--- src/source/life_geometry_pkg.sv ---
package life_geometry_pkg;

    localparam int BOARD_SIZE     = 16;  // cells per side
    localparam int LOG_BOARD_SIZE = 4;
    localparam int WORD_SIZE      = 8;   // cells per memory word
    localparam int LOG_WORD_SIZE  = 3;
    localparam int WORDS_PER_ROW  = BOARD_SIZE / WORD_SIZE;
    localparam int MAX_ADDR       = BOARD_SIZE * WORDS_PER_ROW;
    localparam int LOG_MAX_ADDR   = 5;
    localparam int NUM_PE         = 2;   // cells computed per step
    localparam int WINDOW_WIDTH   = NUM_PE + 2;

    // msb is always the leftmost cell
    typedef logic [LOG_BOARD_SIZE-1:0] pos_t;
    typedef logic [LOG_MAX_ADDR-1:0]   addr_t;
    typedef logic [WORD_SIZE-1:0]      word_t;
    typedef logic [NUM_PE-1:0]         cells_t;
    typedef logic [WINDOW_WIDTH-1:0]   win_row_t;

    // word column inside a board row, -1 is the dead word left of the board
    typedef logic signed [LOG_BOARD_SIZE-LOG_WORD_SIZE:0] word_col_t;

    typedef struct packed {
        win_row_t above;
        win_row_t center;
        win_row_t below;
    } window_t;

    typedef struct packed {
        pos_t    x;       // leftmost cell of the group
        pos_t    y;
        window_t window;
    } fetch_item_t;

endpackage
--- src/source/life_control_pkg.sv ---
package life_control_pkg;

    import life_geometry_pkg::*;

    localparam int SPEED_WIDTH = 8;

    typedef logic [SPEED_WIDTH-1:0] speed_t;

    typedef struct packed {
        pos_t x;
        pos_t y;
        logic click;  // toggle the named cell this pass
    } cursor_t;

    typedef struct packed {
        addr_t addr;
        word_t data;
        logic  wr_en;
    } mem_write_t;

endpackage

--- src/source/life_engine.sv ---
`timescale 1ns/10ps

module life_engine
    import life_geometry_pkg::*;
    import life_control_pkg::*;
(
    input  logic       clk_in,
    input  logic       rst_in,
    input  logic       start_in,
    input  speed_t     speed_in,
    input  cursor_t    cursor_in,
    input  word_t      data_r_in,
    output addr_t      addr_r_out,
    output mem_write_t write_out,
    output logic       done_out
);

    logic        evolve;
    logic        wb_start;
    logic        pack_done;
    fetch_item_t item;
    logic        stall;
    logic        fetch_done;
    cells_t      cells;
    logic        rule_stall;
    logic        rule_done;

    step_control u_step_control (
        .clk_in    (clk_in),
        .rst_in    (rst_in),
        .start_in  (start_in),
        .speed_in  (speed_in),
        .pack_done (pack_done),
        .evolve    (evolve),
        .wb_start  (wb_start),
        .done_out  (done_out)
    );

    window_fetcher u_window_fetcher (
        .clk_in     (clk_in),
        .start_in   (start_in),
        .data_r_in  (data_r_in),
        .addr_r_out (addr_r_out),
        .item       (item),
        .stall      (stall),
        .fetch_done (fetch_done)
    );

    cell_rule_array u_cell_rule_array (
        .clk_in     (clk_in),
        .item       (item),
        .stall      (stall),
        .fetch_done (fetch_done),
        .evolve     (evolve),
        .cursor_in  (cursor_in),
        .cells      (cells),
        .rule_stall (rule_stall),
        .rule_done  (rule_done)
    );

    word_packer u_word_packer (
        .clk_in     (clk_in),
        .wb_start   (wb_start),
        .cells      (cells),
        .rule_stall (rule_stall),
        .rule_done  (rule_done),
        .write_out  (write_out),
        .pack_done  (pack_done)
    );

endmodule

--- src/source/word_packer.sv ---
`timescale 1ns/10ps

module word_packer
    import life_geometry_pkg::*;
    import life_control_pkg::*;
(
    input  logic       clk_in,
    input  logic       wb_start,
    input  cells_t     cells,
    input  logic       rule_stall,
    input  logic       rule_done,
    output mem_write_t write_out,
    output logic       pack_done
);

    logic [LOG_WORD_SIZE-1:0] fill;  // cells already shifted into the word

    always_ff @(posedge clk_in) begin
        if (wb_start) begin
            fill            <= '0;
            write_out.addr  <= addr_t'(MAX_ADDR - 1);  // first write wraps to 0
            write_out.wr_en <= 1'b0;
        end else if (!rule_stall) begin
            fill           <= fill + LOG_WORD_SIZE'(NUM_PE);
            write_out.data <= {write_out.data[WORD_SIZE-NUM_PE-1:0], cells};
            if (fill == LOG_WORD_SIZE'(WORD_SIZE - NUM_PE)) begin
                write_out.wr_en <= 1'b1;  // word full
                write_out.addr  <= write_out.addr + 1'b1;
            end else begin
                write_out.wr_en <= 1'b0;
            end
        end else begin
            write_out.wr_en <= 1'b0;
        end
        pack_done <= rule_done;
    end

endmodule

--- src/source/cell_rule_array.sv ---
`timescale 1ns/10ps

module cell_rule_array
    import life_geometry_pkg::*;
    import life_control_pkg::*;
(
    input  logic        clk_in,
    input  fetch_item_t item,
    input  logic        stall,
    input  logic        fetch_done,
    input  logic        evolve,
    input  cursor_t     cursor_in,
    output cells_t      cells,
    output logic        rule_stall,
    output logic        rule_done
);

    cells_t     old_cells;
    cells_t     next_cells;
    logic [3:0] live_nbrs [NUM_PE];
    pos_t       cell_x    [NUM_PE];

    // cells bit i sits at window column i+1
    always_comb begin
        for (int i = 0; i < NUM_PE; i++) begin
            old_cells[i] = item.window.center[i+1];
            live_nbrs[i] = 4'(item.window.above[i+2]) + 4'(item.window.above[i+1])
                         + 4'(item.window.above[i])   + 4'(item.window.center[i+2])
                         + 4'(item.window.center[i])  + 4'(item.window.below[i+2])
                         + 4'(item.window.below[i+1]) + 4'(item.window.below[i]);
            cell_x[i]    = item.x + pos_t'(NUM_PE - 1 - i);

            if (cursor_in.click && cell_x[i] == cursor_in.x && item.y == cursor_in.y) begin
                next_cells[i] = !old_cells[i];  // click wins over the rule
            end else if (!evolve) begin
                next_cells[i] = old_cells[i];   // copy pass
            end else if (old_cells[i]) begin
                next_cells[i] = live_nbrs[i] == 4'd2 || live_nbrs[i] == 4'd3;
            end else begin
                next_cells[i] = live_nbrs[i] == 4'd3;  // birth
            end
        end
    end

    always_ff @(posedge clk_in) begin
        if (!stall) begin
            cells <= next_cells;
        end
        rule_stall <= stall;
        rule_done  <= fetch_done;
    end

endmodule

--- src/source/window_fetcher.sv ---
`timescale 1ns/10ps

module window_fetcher
    import life_geometry_pkg::*;
(
    input  logic        clk_in,
    input  logic        start_in,
    input  word_t       data_r_in,
    output addr_t       addr_r_out,
    output fetch_item_t item,
    output logic        stall,
    output logic        fetch_done
);

    typedef enum logic [2:0] {
        SEARCH,
        PRE_FETCH,
        FETCH_ROW_0,
        FETCH_ROW_1,
        FETCH_ROW_2,
        FETCH_ROW_3,
        FETCH_ROW_4,
        FETCH_ROW_5
    } cache_state_t;

    cache_state_t           state;
    logic                   busy;         // scan in progress
    logic                   item_valid;   // item holds a finished window
    logic                   cache_valid;
    pos_t                   tag_y;        // centre row held in line_buf
    word_col_t              tag_col;      // left word column held in line_buf
    logic [2*WORD_SIZE-1:0] line_buf [3]; // above, centre, below, left word on top

    logic [LOG_BOARD_SIZE:0]  left_col;   // column x-1, -1 at the left edge
    word_col_t                lw;
    logic [LOG_WORD_SIZE-1:0] offset;     // x-1 inside the left word
    logic                     cache_hit;
    logic                     last_x;
    logic                     last_y;
    logic [2:0]               fill_slot;

    // slots 0..2 are the left word of rows y-1..y+1, slots 3..5 the right word
    function automatic addr_t slot_addr(input pos_t row_y, input word_col_t col,
                                        input logic [2:0] slot);
        pos_t      r;
        word_col_t c;
        r = row_y + pos_t'(slot % 3) - pos_t'(1);
        c = (slot < 3'd3) ? col : col + word_col_t'(1);
        return addr_t'(r * WORDS_PER_ROW) + addr_t'(c);
    endfunction

    // true when the slot lies outside the board and must read as dead
    function automatic logic slot_blank(input pos_t row_y, input word_col_t col,
                                        input logic [2:0] slot);
        logic row_out;
        logic col_out;
        row_out = (slot % 3 == 0 && row_y == '0)
               || (slot % 3 == 2 && row_y == pos_t'(BOARD_SIZE - 1));
        col_out = (slot < 3'd3) ? (col < 0) : (col == word_col_t'(WORDS_PER_ROW - 1));
        return row_out || col_out;
    endfunction

    function automatic win_row_t window_row(input logic [2*WORD_SIZE-1:0] line,
                                            input logic [LOG_WORD_SIZE-1:0] off);
        return line[2*WORD_SIZE-1-off -: WINDOW_WIDTH];
    endfunction

    assign left_col   = {1'b0, item.x} - 1'b1;
    assign lw         = word_col_t'(left_col[LOG_BOARD_SIZE:LOG_WORD_SIZE]);
    assign offset     = left_col[LOG_WORD_SIZE-1:0];
    assign cache_hit  = cache_valid && tag_y == item.y && tag_col == lw;
    assign last_x     = item.x == pos_t'(BOARD_SIZE - NUM_PE);
    assign last_y     = item.y == pos_t'(BOARD_SIZE - 1);
    assign fill_slot  = 3'(state) - 3'(FETCH_ROW_0);
    assign stall      = !item_valid;
    assign fetch_done = !busy;

    always_ff @(posedge clk_in) begin
        if (start_in) begin
            item.x      <= '0;
            item.y      <= '0;
            busy        <= 1'b1;
            item_valid  <= 1'b0;
            cache_valid <= 1'b0;  // new board in memory
            state       <= SEARCH;
        end else if (busy && item_valid) begin
            item_valid <= 1'b0;   // taken by the rule stage, step the scan
            if (!last_x) begin
                item.x <= item.x + pos_t'(NUM_PE);
            end else begin
                item.x <= '0;
                if (last_y) begin
                    busy <= 1'b0;
                end else begin
                    item.y <= item.y + 1'b1;
                end
            end
        end else if (busy) begin
            case (state)
                SEARCH: begin
                    if (cache_hit) begin
                        item.window.above  <= window_row(line_buf[0], offset);
                        item.window.center <= window_row(line_buf[1], offset);
                        item.window.below  <= window_row(line_buf[2], offset);
                        item_valid         <= 1'b1;
                    end else begin
                        tag_y       <= item.y;
                        tag_col     <= lw;
                        cache_valid <= 1'b0;
                        addr_r_out  <= slot_addr(item.y, lw, 3'd0);
                        state       <= PRE_FETCH;
                    end
                end
                PRE_FETCH: begin  // memory latency
                    addr_r_out <= slot_addr(item.y, lw, 3'd1);
                    state      <= FETCH_ROW_0;
                end
                default: begin
                    // word for slot n arrives in FETCH_ROW_n
                    line_buf[fill_slot % 3][(fill_slot < 3'd3 ? WORD_SIZE : 0) +: WORD_SIZE]
                        <= slot_blank(item.y, lw, fill_slot) ? '0 : data_r_in;
                    if (fill_slot < 3'd4) begin
                        addr_r_out <= slot_addr(item.y, lw, fill_slot + 3'd2);
                    end
                    if (state == FETCH_ROW_5) begin
                        cache_valid <= 1'b1;
                        state       <= SEARCH;
                    end else begin
                        state <= cache_state_t'(state + 1'b1);
                    end
                end
            endcase
        end
    end

endmodule

--- src/source/step_control.sv ---
`timescale 1ns/10ps

module step_control
    import life_control_pkg::*;
(
    input  logic   clk_in,
    input  logic   rst_in,
    input  logic   start_in,
    input  speed_t speed_in,
    input  logic   pack_done,
    output logic   evolve,
    output logic   wb_start,
    output logic   done_out
);

    speed_t accum;    // fractional generation counter
    logic   start_d;  // first stage of the packer start delay
    logic   go;

    assign go = start_in && done_out;  // ignore start while a pass runs

    always_ff @(posedge clk_in) begin
        if (rst_in) begin
            accum    <= '0;
            evolve   <= 1'b0;
            start_d  <= 1'b0;
            wb_start <= 1'b0;
            done_out <= 1'b1;
        end else begin
            start_d  <= go;
            wb_start <= start_d;
            if (go) begin
                // held for the whole pass
                evolve   <= accum >= {SPEED_WIDTH{1'b1}} - speed_in;
                accum    <= accum + speed_in;  // wraps at 256
                done_out <= 1'b0;
            end else if (pack_done && !start_d && !wb_start) begin
                // pack_done is stale until the packer has been restarted
                done_out <= 1'b1;
            end
        end
    end

endmodule

--- config.mk ---
export PLATFORM = sky130hd
export DESIGN_NAME = life_engine
export DESIGN_NICKNAME = d
export VERILOG_FILES = /design/src/source/life_geometry_pkg.sv /design/src/source/life_control_pkg.sv /design/src/source/life_engine.sv /design/src/source/word_packer.sv /design/src/source/cell_rule_array.sv /design/src/source/window_fetcher.sv /design/src/source/step_control.sv
export SDC_FILE = /design/constraint.sdc
export NUM_CORES = 1
export LEC_CHECK = 0
export ABC_CLOCK_PERIOD_IN_PS = 7700
export BUFFER_PORTS_ARGS = -buffer_cell sky130_fd_sc_hd__buf_2
export CORE_MARGIN = 10
export CORE_UTILIZATION = 65
export DETAILED_ROUTE_END_ITERATION = 8
export PLACE_DENSITY = 0.89
export SKIP_CTS_REPAIR_TIMING = 1
export SLEW_MARGIN = 20
export SYNTH_ARGS = -nofsm -noshare
export SYNTH_HDL_FRONTEND = slang
export SYNTH_SLANG_ARGS = --single-unit
--- constraint.sdc ---
create_clock -name clk_in -period 7.7 [get_ports clk_in]
set_input_delay 0.77 -clock clk_in [delete_from_list [all_inputs] [get_ports clk_in]]
set_output_delay 0.77 -clock clk_in [all_outputs]
set_load 0.01 [all_outputs]
==> results.toml, run 1 <==
[floorplan]
die_y_um = 114.4
fp.coreArea_um2 = 8678
rows = 34
ios = 48
dieWidth_um = 114.4
dieArea_um2 = 13080
initial_core_util_pct = 66.68

[synthesis]
synth_flop_cell = "edfxtp_1"
synthTopCellsByArea = "edfxtp_1, dfxtp_1, ha_1"
ys_ff_latch = 99
syn_inst = 534
yosysSeqAreaShare_pct = 45.15
ys_warn_count = 0
syn_nets = 622
synth-edff-count = 63
yosysTopAreaCellShare_pct = 32.69
syn_avg_cell_area_um2 = 10.84
synthArstFlopShare_pct = 0
synth_cell_types = 59
netlist_area_um2 = 5787
yosys.area.top_type = "edfxtp_1"

[pwr]
p_leak_nw = 2.507
fin_total_pwr_mw = 1.504
p_per_area_nw_per_um2 = 240.0
ir_worst_vdd_mv = 0.1633

[route]
ant_nets = 0
wl_per_cell_um = 17.14
wirelength_mm = 11.77
drc = 0
drt_iter0_drc = 298
vias = 4140
routed_via_density = 6.026
firstDrtPassIters = 5

[critical_path]
crit_type = "flop to flop"
setup.worst_path.end_class = "flop"
crit_fanout = 14
cp.arrival_ps = 4800
reg2reg_slack_ps = 3030
worstPathRequired_ps = 7830
start_kind = "flop"

[sta]
worst_slew_pin_slew_ps = 975.8
fin_setup_tns_ps = 0
drv_slew = 0
holdWs_ps = 336.6
rsz0062_at_grt = "false"
period_needed_ps = 4670
setup_viol = 0
setup_ws_ps = 3030
period_share_pct = 60.65
hold_viol_final = 0
max_freq_ghz = 0.2141
slew_headroom_pct = 34.85
finClkSkew_ps = 22.45

[place]
portBuffers = 47
placed_cell_area_um2 = 6066
globalplace.congestion = 0.9285
placed_cells = 671
post-place-ws_ps = 3071
dpl.hpwl_mm = 9.104

[grt]
grt_max_degree = 24
track_usage_pct = 18.32
grt.overflow.total = 0
antenna_found_initial = 0
grt_first_pass_wirelength_mm = 19.54
first_global_vias = 4141

[cells_and_area]
final_common_cell = "edfxtp_1"
drive_above_1_share_pct = 15.54
most-common-layout-cells = "edfxtp_1, inv_1, ha_1"
multi_input_area_um2 = 2880
diodes = 0
syn2layout_area_growth_pct = 8.324
stdcell_count = 687
fillers = 587
nets = 662
fin_util_pct = 72.23
final_cell_area_um2 = 6269
seq_area_um2 = 2613

[clock_tree]
clk_latency_ps = 380
cts_buffer_depth = 2
cts_tree = "yes"
cts-root-buf = "clkbuf_8"
clkTransAtPathRegs_ps = 120
clock_sinks = 99
numCtsBuffers = 9
cts.htree.levels = 3

[hold_path]
hp-class = "flop to flop"

[outcome]
outcome = "finished clean"

[job]
max-cap-violations = 0
-- final timing paths --
path | end | from | cells past startpoint
max | u_window_fetcher.addr_r_out[4] | u_window_fetcher.state[0] | 18
min | u_word_packer.pack_done | u_cell_rule_array.rule_done | 0
max reg2reg | u_window_fetcher.addr_r_out[4] | u_window_fetcher.state[0] | 18
min reg2reg | u_word_packer.pack_done | u_cell_rule_array.rule_done | 0
-- layout make-up --
cell class	instances	share of cell area [%]
inverters	54	3.234
well taps	108	2.156
clock buffers	9	1.976
flip-flops and latches	99	41.68
multi-input cells	363	45.95
clock inverters	7	1.257
repair buffers	47	3.753
-- flip-flops by register name, indices dropped and copies added (netlist names) --
register and cells:
u_window_fetcher.line_buf 30, u_window_fetcher.item 19, u_word_packer.write_out 14, u_step_control.accum 8, u_window_fetcher.addr_r_out 5, u_window_fetcher.tag_y 4
u_window_fetcher.state 3, u_cell_rule_array.cells 2, u_window_fetcher.tag_col 2, u_word_packer.fill 2, u_cell_rule_array.rule_done 1, u_cell_rule_array.rule_stall 1
u_step_control.done_out 1, u_step_control.evolve 1, u_step_control.start_d 1, u_step_control.wb_start 1, u_window_fetcher.busy 1, u_window_fetcher.cache_valid 1
u_window_fetcher.item_valid 1, u_word_packer.pack_done 1
-- logic make-up (layout without fill, tap and decap cells) --
kind of cell               count (synthesis)  after routing  share of synthesized area, %
muxes                                     17             17                         5.773
and+or+nand+nor                          165            165                         14.66
DFF                                       99             99                         45.15
buffers and inverters                     72            117                         5.081
xor gates and xnor gates                  38             38                         5.751
AOI/OAI and AO/OA                         83             83                         9.060
adders and majority gates                 60             60                         14.53
-- report_power, final --
group	internal [mW]	switching, mW	leakage, nW
sequential	0.615	0.0242	0.883
clock	0.129	0.206	0.102
combinational	0.234	0.296	1.52
-- per-layer routing --
layer	up-vias	track usage (%)	wire (um)
li1	1967	-	-
met1	2003	21.57	4714
met2	148	31.62	6061
met3	22	5.031	783
met4	0	5.931	213
met5	-	0	0
-- cells in the mapped netlist, types with 4 or more instances --
cell	n
clkbuf_1	7
nand2b_1	6
nand3_1	9
xnor2_1	26
nor2b_1	12
nand2_1	34
nor3_1	19
nor3b_1	4
or4_1	4
fa_1	12
ha_1	48
a21o_1	7
dfxtp_1	36
mux4_2	12
edfxtp_1	63
inv_1	53
xor2_1	12
a21oi_1	33
nor4b_1	5
nand4_1	8
nor2_1	43
a31oi_1	8
buf_2	7
o21ai_0	14
-- critical path, stage by stage (launching register included) --
cell	delay, ps
dfxtp_1	690
inv_1	290
ha_1	280
nor2b_1	160
a221o_2	360
ha_1	210
a21oi_1	260
mux2i_1	230
ha_1	250
inv_1	70
ha_1	150
inv_1	60
fa_1	500
inv_1	60
ha_1	310
a21oi_1	170
xnor2_1	150
xnor2_1	140
mux2i_1	90
Power figures use the tool's default switching activity.
==> run 2: changes to the inputs <==
Settings changed: ABC_CLOCK_PERIOD_IN_PS 7700 to 3900, CORE_UTILIZATION 65 to 55, PLACE_DENSITY 0.89 to 0.8.
Clock period 7.7 ns to 3.9 ns, I/O delays scaled along.
==> run 2 against run 1 <==
Net effect:
- hold slack improved by 2.0 ps
- register-to-register slack lost 2900 ps
- critical path depth decreased by 1
- global-route usage down 2.9 points
- final area increased by 3.3%
- combinational power grew 130%
- sequential power grew 96%
- first-iteration DRC count grew 20%
- flip-flop and latch count unchanged
- highest routed layer unchanged
==> results.toml, run 2 (synthesis results as in run 1) <==
[clock_tree]
cts.htree.levels = 3
numCtsBuffers = 9
cts_buffer_depth = 2
clk_latency_ps = 370
clock_sinks = 99
cts_tree = "yes"
cts-root-buf = "clkbuf_8"
clkTransAtPathRegs_ps = 100

[grt]
antenna_found_initial = 0
first_global_vias = 3987
track_usage_pct = 15.45
grt_first_pass_wirelength_mm = 18.83
grt.overflow.total = 0
grt_max_degree = 24

[critical_path]
crit_type = "flop to flop"
r2r_end = "u_window_fetcher.addr_r_out[4]"
reg2reg_slack_ps = 180
setup.worst_path.end_class = "flop"
rr_startpoint = "u_window_fetcher.state[2]"
crit_path_start = "u_window_fetcher.state[2]"
crit_fanout = 7
worstRegToRegCells = 17
start_kind = "flop"
cp.arrival_ps = 3860
worstPathRequired_ps = 4030

[sta]
max_freq_ghz = 0.2685
setup_viol = 0
period_needed_ps = 3724
worst_slew_pin_slew_ps = 906.9
drv_slew = 0
rsz0062_at_grt = "false"
finClkSkew_ps = 12.83
holdWs_ps = 338.6
period_share_pct = 95.50
hold_viol_final = 0
slew_headroom_pct = 39.07

[floorplan]
fp.coreArea_um2 = 10280
die_y_um = 122.6
rows = 37
dieWidth_um = 122.6
ios = 48
initial_core_util_pct = 56.31
dieArea_um2 = 15020

[cells_and_area]
largest_reg_flops = 30
final_cell_area_um2 = 6472
syn2layout_area_growth_pct = 11.85
final_common_cell = "edfxtp_1"
most-common-layout-cells = "edfxtp_1, inv_1, buf_2"
diodes = 0
reg.largest.list = "u_window_fetcher.line_buf: 30 flops, u_window_fetcher.item: 19 flops, u_word_packer.write_out: 14 flops"
fin_util_pct = 62.98
regMostFlops = "u_window_fetcher.line_buf"
nets = 679
drive_above_1_share_pct = 19.30

[place]
placed_cell_area_um2 = 6206
portBuffers = 47
dpl.hpwl_mm = 8.844
globalplace.congestion = 0.8754

[route]
firstDrtPassIters = 4
vias = 4063
routed_via_density = 5.551
wirelength_mm = 11.52
drc = 0
ant_nets = 0
wl_per_cell_um = 15.73
drt_iter0_drc = 357

[pwr]
ir_worst_vdd_mv = 0.2850
p_leak_nw = 2.589
p_per_area_nw_per_um2 = 480.0
fin_total_pwr_mw = 3.107

[hold_path]
hold_start = "u_cell_rule_array.rule_done"
hp-class = "flop to flop"
min_path_cells = 0
whs_endpoint = "u_word_packer.pack_done"

[job]
max-cap-violations = 0

[outcome]
outcome = "finished clean"
-- run 2: routing by layer --
metal	vias up	wire, um	global-route usage [%]
li1	1996	-	-
met3	12	664	3.352
met2	110	5752	26.38
met5	-	0	0
met4	0	129	5.007
met1	1945	4969	19.10
-- run 2: cell type report --
type,count,area (um2)
inverters,54,202.7
fillers,814,3805
well taps,136,170.2
repair buffers,64,362.8
clock inverters,7,56.30
flip-flops and latches,99,2621
clock buffers,9,123.9
multi-input cells,363,2935
-- run 2: critical path, stage by stage (launching register included) --
cell     delay [ps]
dfxtp_4         400
inv_1            70
ha_1            300
a221o_2         410
ha_4            180
a21oi_4         150
mux2i_1         200
ha_1            240
inv_1            60
ha_1            140
inv_1            50
fa_1            470
inv_1            60
ha_4            250
a21oi_4         160
xnor2_2         130
xnor2_1         140
mux2i_1          90
-- run 2: worst max-delay path by stage --
stage                     cells after the start                             end  slack [ps]
after floorplan                              19  u_window_fetcher.addr_r_out[4]           1
after global placement                       17  u_window_fetcher.addr_r_out[4]         110
after detailed placement                     17  u_window_fetcher.addr_r_out[4]         -20
after CTS                                    17  u_window_fetcher.addr_r_out[4]         -30
after global routing                         17  u_window_fetcher.addr_r_out[4]          40
final                                        17  u_window_fetcher.addr_r_out[4]         180
-- run 2: stage by stage --
step | setup slack [ps] | setup TNS [ps] | cells
after detailed placement | -18.87 | -18.87 | 712
after CTS | -25.83 | -25.83 | 728
final | 175.6 | 0 | 732
after global routing | 41.36 | 0 | 732
after global placement | 113.4 | 0 | 712
after floorplan | 1.115 | 0 | 534
-- run 2: report_power, final --
group          switching (mW)  internal, mW
clock network           0.390         0.242
logic                   0.651         0.577
registers              0.0293          1.22
==> run 3: changes to the inputs <==
Settings changed: CAP_MARGIN from default to 10, REMOVE_ABC_BUFFERS from default to 1.
==> run 3 against run 2 <==
Net effect:
- clock power grew 13%
- hold slack worse by 3.0 ps
- sequential share of layout area down 0.29 points
- core utilization is 0.45 points higher
- first-iteration DRC count is 11% higher
- worst setup slack lost 49 ps
- flip-flop and latch count unchanged
- total power rose by 2.1%
- global-route usage is 0.50 points higher
- final cell count fell by 0.14%
- clock skew rose by 5.7 ps
==> results.toml, run 3 (synthesis results as in run 1) <==
[outcome]
outcome = "finished clean"

[clock_tree]
cts_buffer_depth = 2
clk_latency_ps = 380
cts_tree = "yes"
clock_sinks = 99
numCtsBuffers = 9
cts.htree.levels = 3
clkTransAtPathRegs_ps = 90
cts-root-buf = "clkbuf_8"

[route]
vias = 4040
wirelength_mm = 11.67
drt_iter0_drc = 398
drc = 0
routed_via_density = 5.527
ant_nets = 0
firstDrtPassIters = 5
wl_per_cell_um = 15.97

[sta]
slew_headroom_pct = 38.85
hold_viol_final = 0
setup_viol = 0
fin_setup_tns_ps = 0
worst_slew_pin_slew_ps = 915.4
max_freq_ghz = 0.2650
period_needed_ps = 3774
holdWs_ps = 335.6
period_share_pct = 96.76
drv_slew = 0
setup_ws_ps = 126.5
finClkSkew_ps = 18.54

[grt]
first_global_vias = 4140
grt_max_degree = 24
antenna_found_initial = 0
grt.overflow.total = 0
grt_first_pass_wirelength_mm = 19.10
track_usage_pct = 15.95

[pwr]
p_leak_nw = 2.597
fin_total_pwr_mw = 3.172
ir_worst_vdd_mv = 0.3571
p_per_area_nw_per_um2 = 486.6

[critical_path]
worstPathRequired_ps = 4000
start_kind = "flop"
reg2reg_slack_ps = 130
worstRegToRegCells = 17
r2r_end = "u_window_fetcher.addr_r_out[4]"
rr_startpoint = "u_window_fetcher.state[1]"
cp.arrival_ps = 3870
crit_type = "flop to flop"
setup.worst_path.end_class = "flop"
crit_fanout = 5

[job]
max-cap-violations = 0

[hold_path]
min_path_cells = 0
hold_start = "u_cell_rule_array.rule_done"
hp-class = "flop to flop"
whs_endpoint = "u_word_packer.pack_done"

[cells_and_area]
final_common_cell = "edfxtp_1"
fillers = 806
reg.largest.list = "u_window_fetcher.line_buf: 30 flops, u_window_fetcher.item: 19 flops, u_word_packer.write_out: 14 flops"
syn2layout_area_growth_pct = 12.65
diodes = 0
regMostFlops = "u_window_fetcher.line_buf"
largest_reg_flops = 30
drive_above_1_share_pct = 20.17
nets = 678
stdcell_count = 731
most-common-layout-cells = "edfxtp_1, inv_1, buf_2"

[place]
placed_cells = 713
post-place-ws_ps = -129.1
dpl.hpwl_mm = 9.014
globalplace.congestion = 0.8816
portBuffers = 47

[floorplan]
rows = 37
dieArea_um2 = 15020
die_y_um = 122.6
fp.coreArea_um2 = 10280
dieWidth_um = 122.6
initial_core_util_pct = 56.31
ios = 48
run 3: final cells by class:
type                       count  area [um2]  share of cell area (%)
inverter                      54       202.7                   3.109
tap                          136       170.2                   2.610
timing repair buffer          63       355.3                   5.451
clock buffer                  12       165.2                   2.534
multi-input combinational    363        2948                   45.22
sequential                    99        2621                   40.21
clock inverter                 4       56.30                  0.8637
run 3: worst max-delay path by stage:
stage | startpoint | to | cells after the start
2_1_floorplan | u_window_fetcher.state[0] | u_window_fetcher.addr_r_out[4] | 18
3_3_place_gp | u_window_fetcher.state[1] | u_window_fetcher.addr_r_out[4] | 17
3_5_place_dp | u_window_fetcher.state[1] | u_window_fetcher.addr_r_out[4] | 17
4_1_cts | u_window_fetcher.state[1] | u_window_fetcher.addr_r_out[4] | 17
5_1_grt | u_window_fetcher.state[2] | u_window_fetcher.addr_r_out[4] | 18
6_report | u_window_fetcher.state[1] | u_window_fetcher.addr_r_out[4] | 17
run 3: report_power, final:
part	leakage, nW	internal [mW]	switching [mW]	total (mW)
registers	0.885	1.22	0.0293	1.25
logic	1.60	0.574	0.638	1.21
clock network	0.113	0.354	0.359	0.713
total	2.60	2.14	1.03	3.17
run 3: metal layers:
metal	global-route usage (%)	vias up	wire length [um]	share of wire, %
met5	0	-	0	0
met4	6.627	0	248	2.1
met3	3.627	20	547	4.7
met2	28.47	92	5978	51
met1	18.01	1921	4900	42
li1	-	2007	-	-
run 3: per-stage QoR:
step / area [um2] / utilization [%]
final: 6519 / 63.43
after global routing: 6519 / 63.43
after CTS: 6427 / 62.54
after detailed placement: 6206 / 60.38
after global placement: 6206 / 60.38
after floorplan: 5695 / -
run 3: worst max-delay path: stages (launching register included):
cell     delay (ps)
dfxtp_4         370
inv_1           120
ha_4            220
a221o_2         370
ha_4            190
a21oi_4         170
mux2i_1         220
ha_1            260
inv_2            60
ha_2            150
inv_1            60
fa_1            540
inv_2            50
ha_4            220
a21oi_2         150
xnor2_1         150
xnor2_1         140
mux2i_1          90
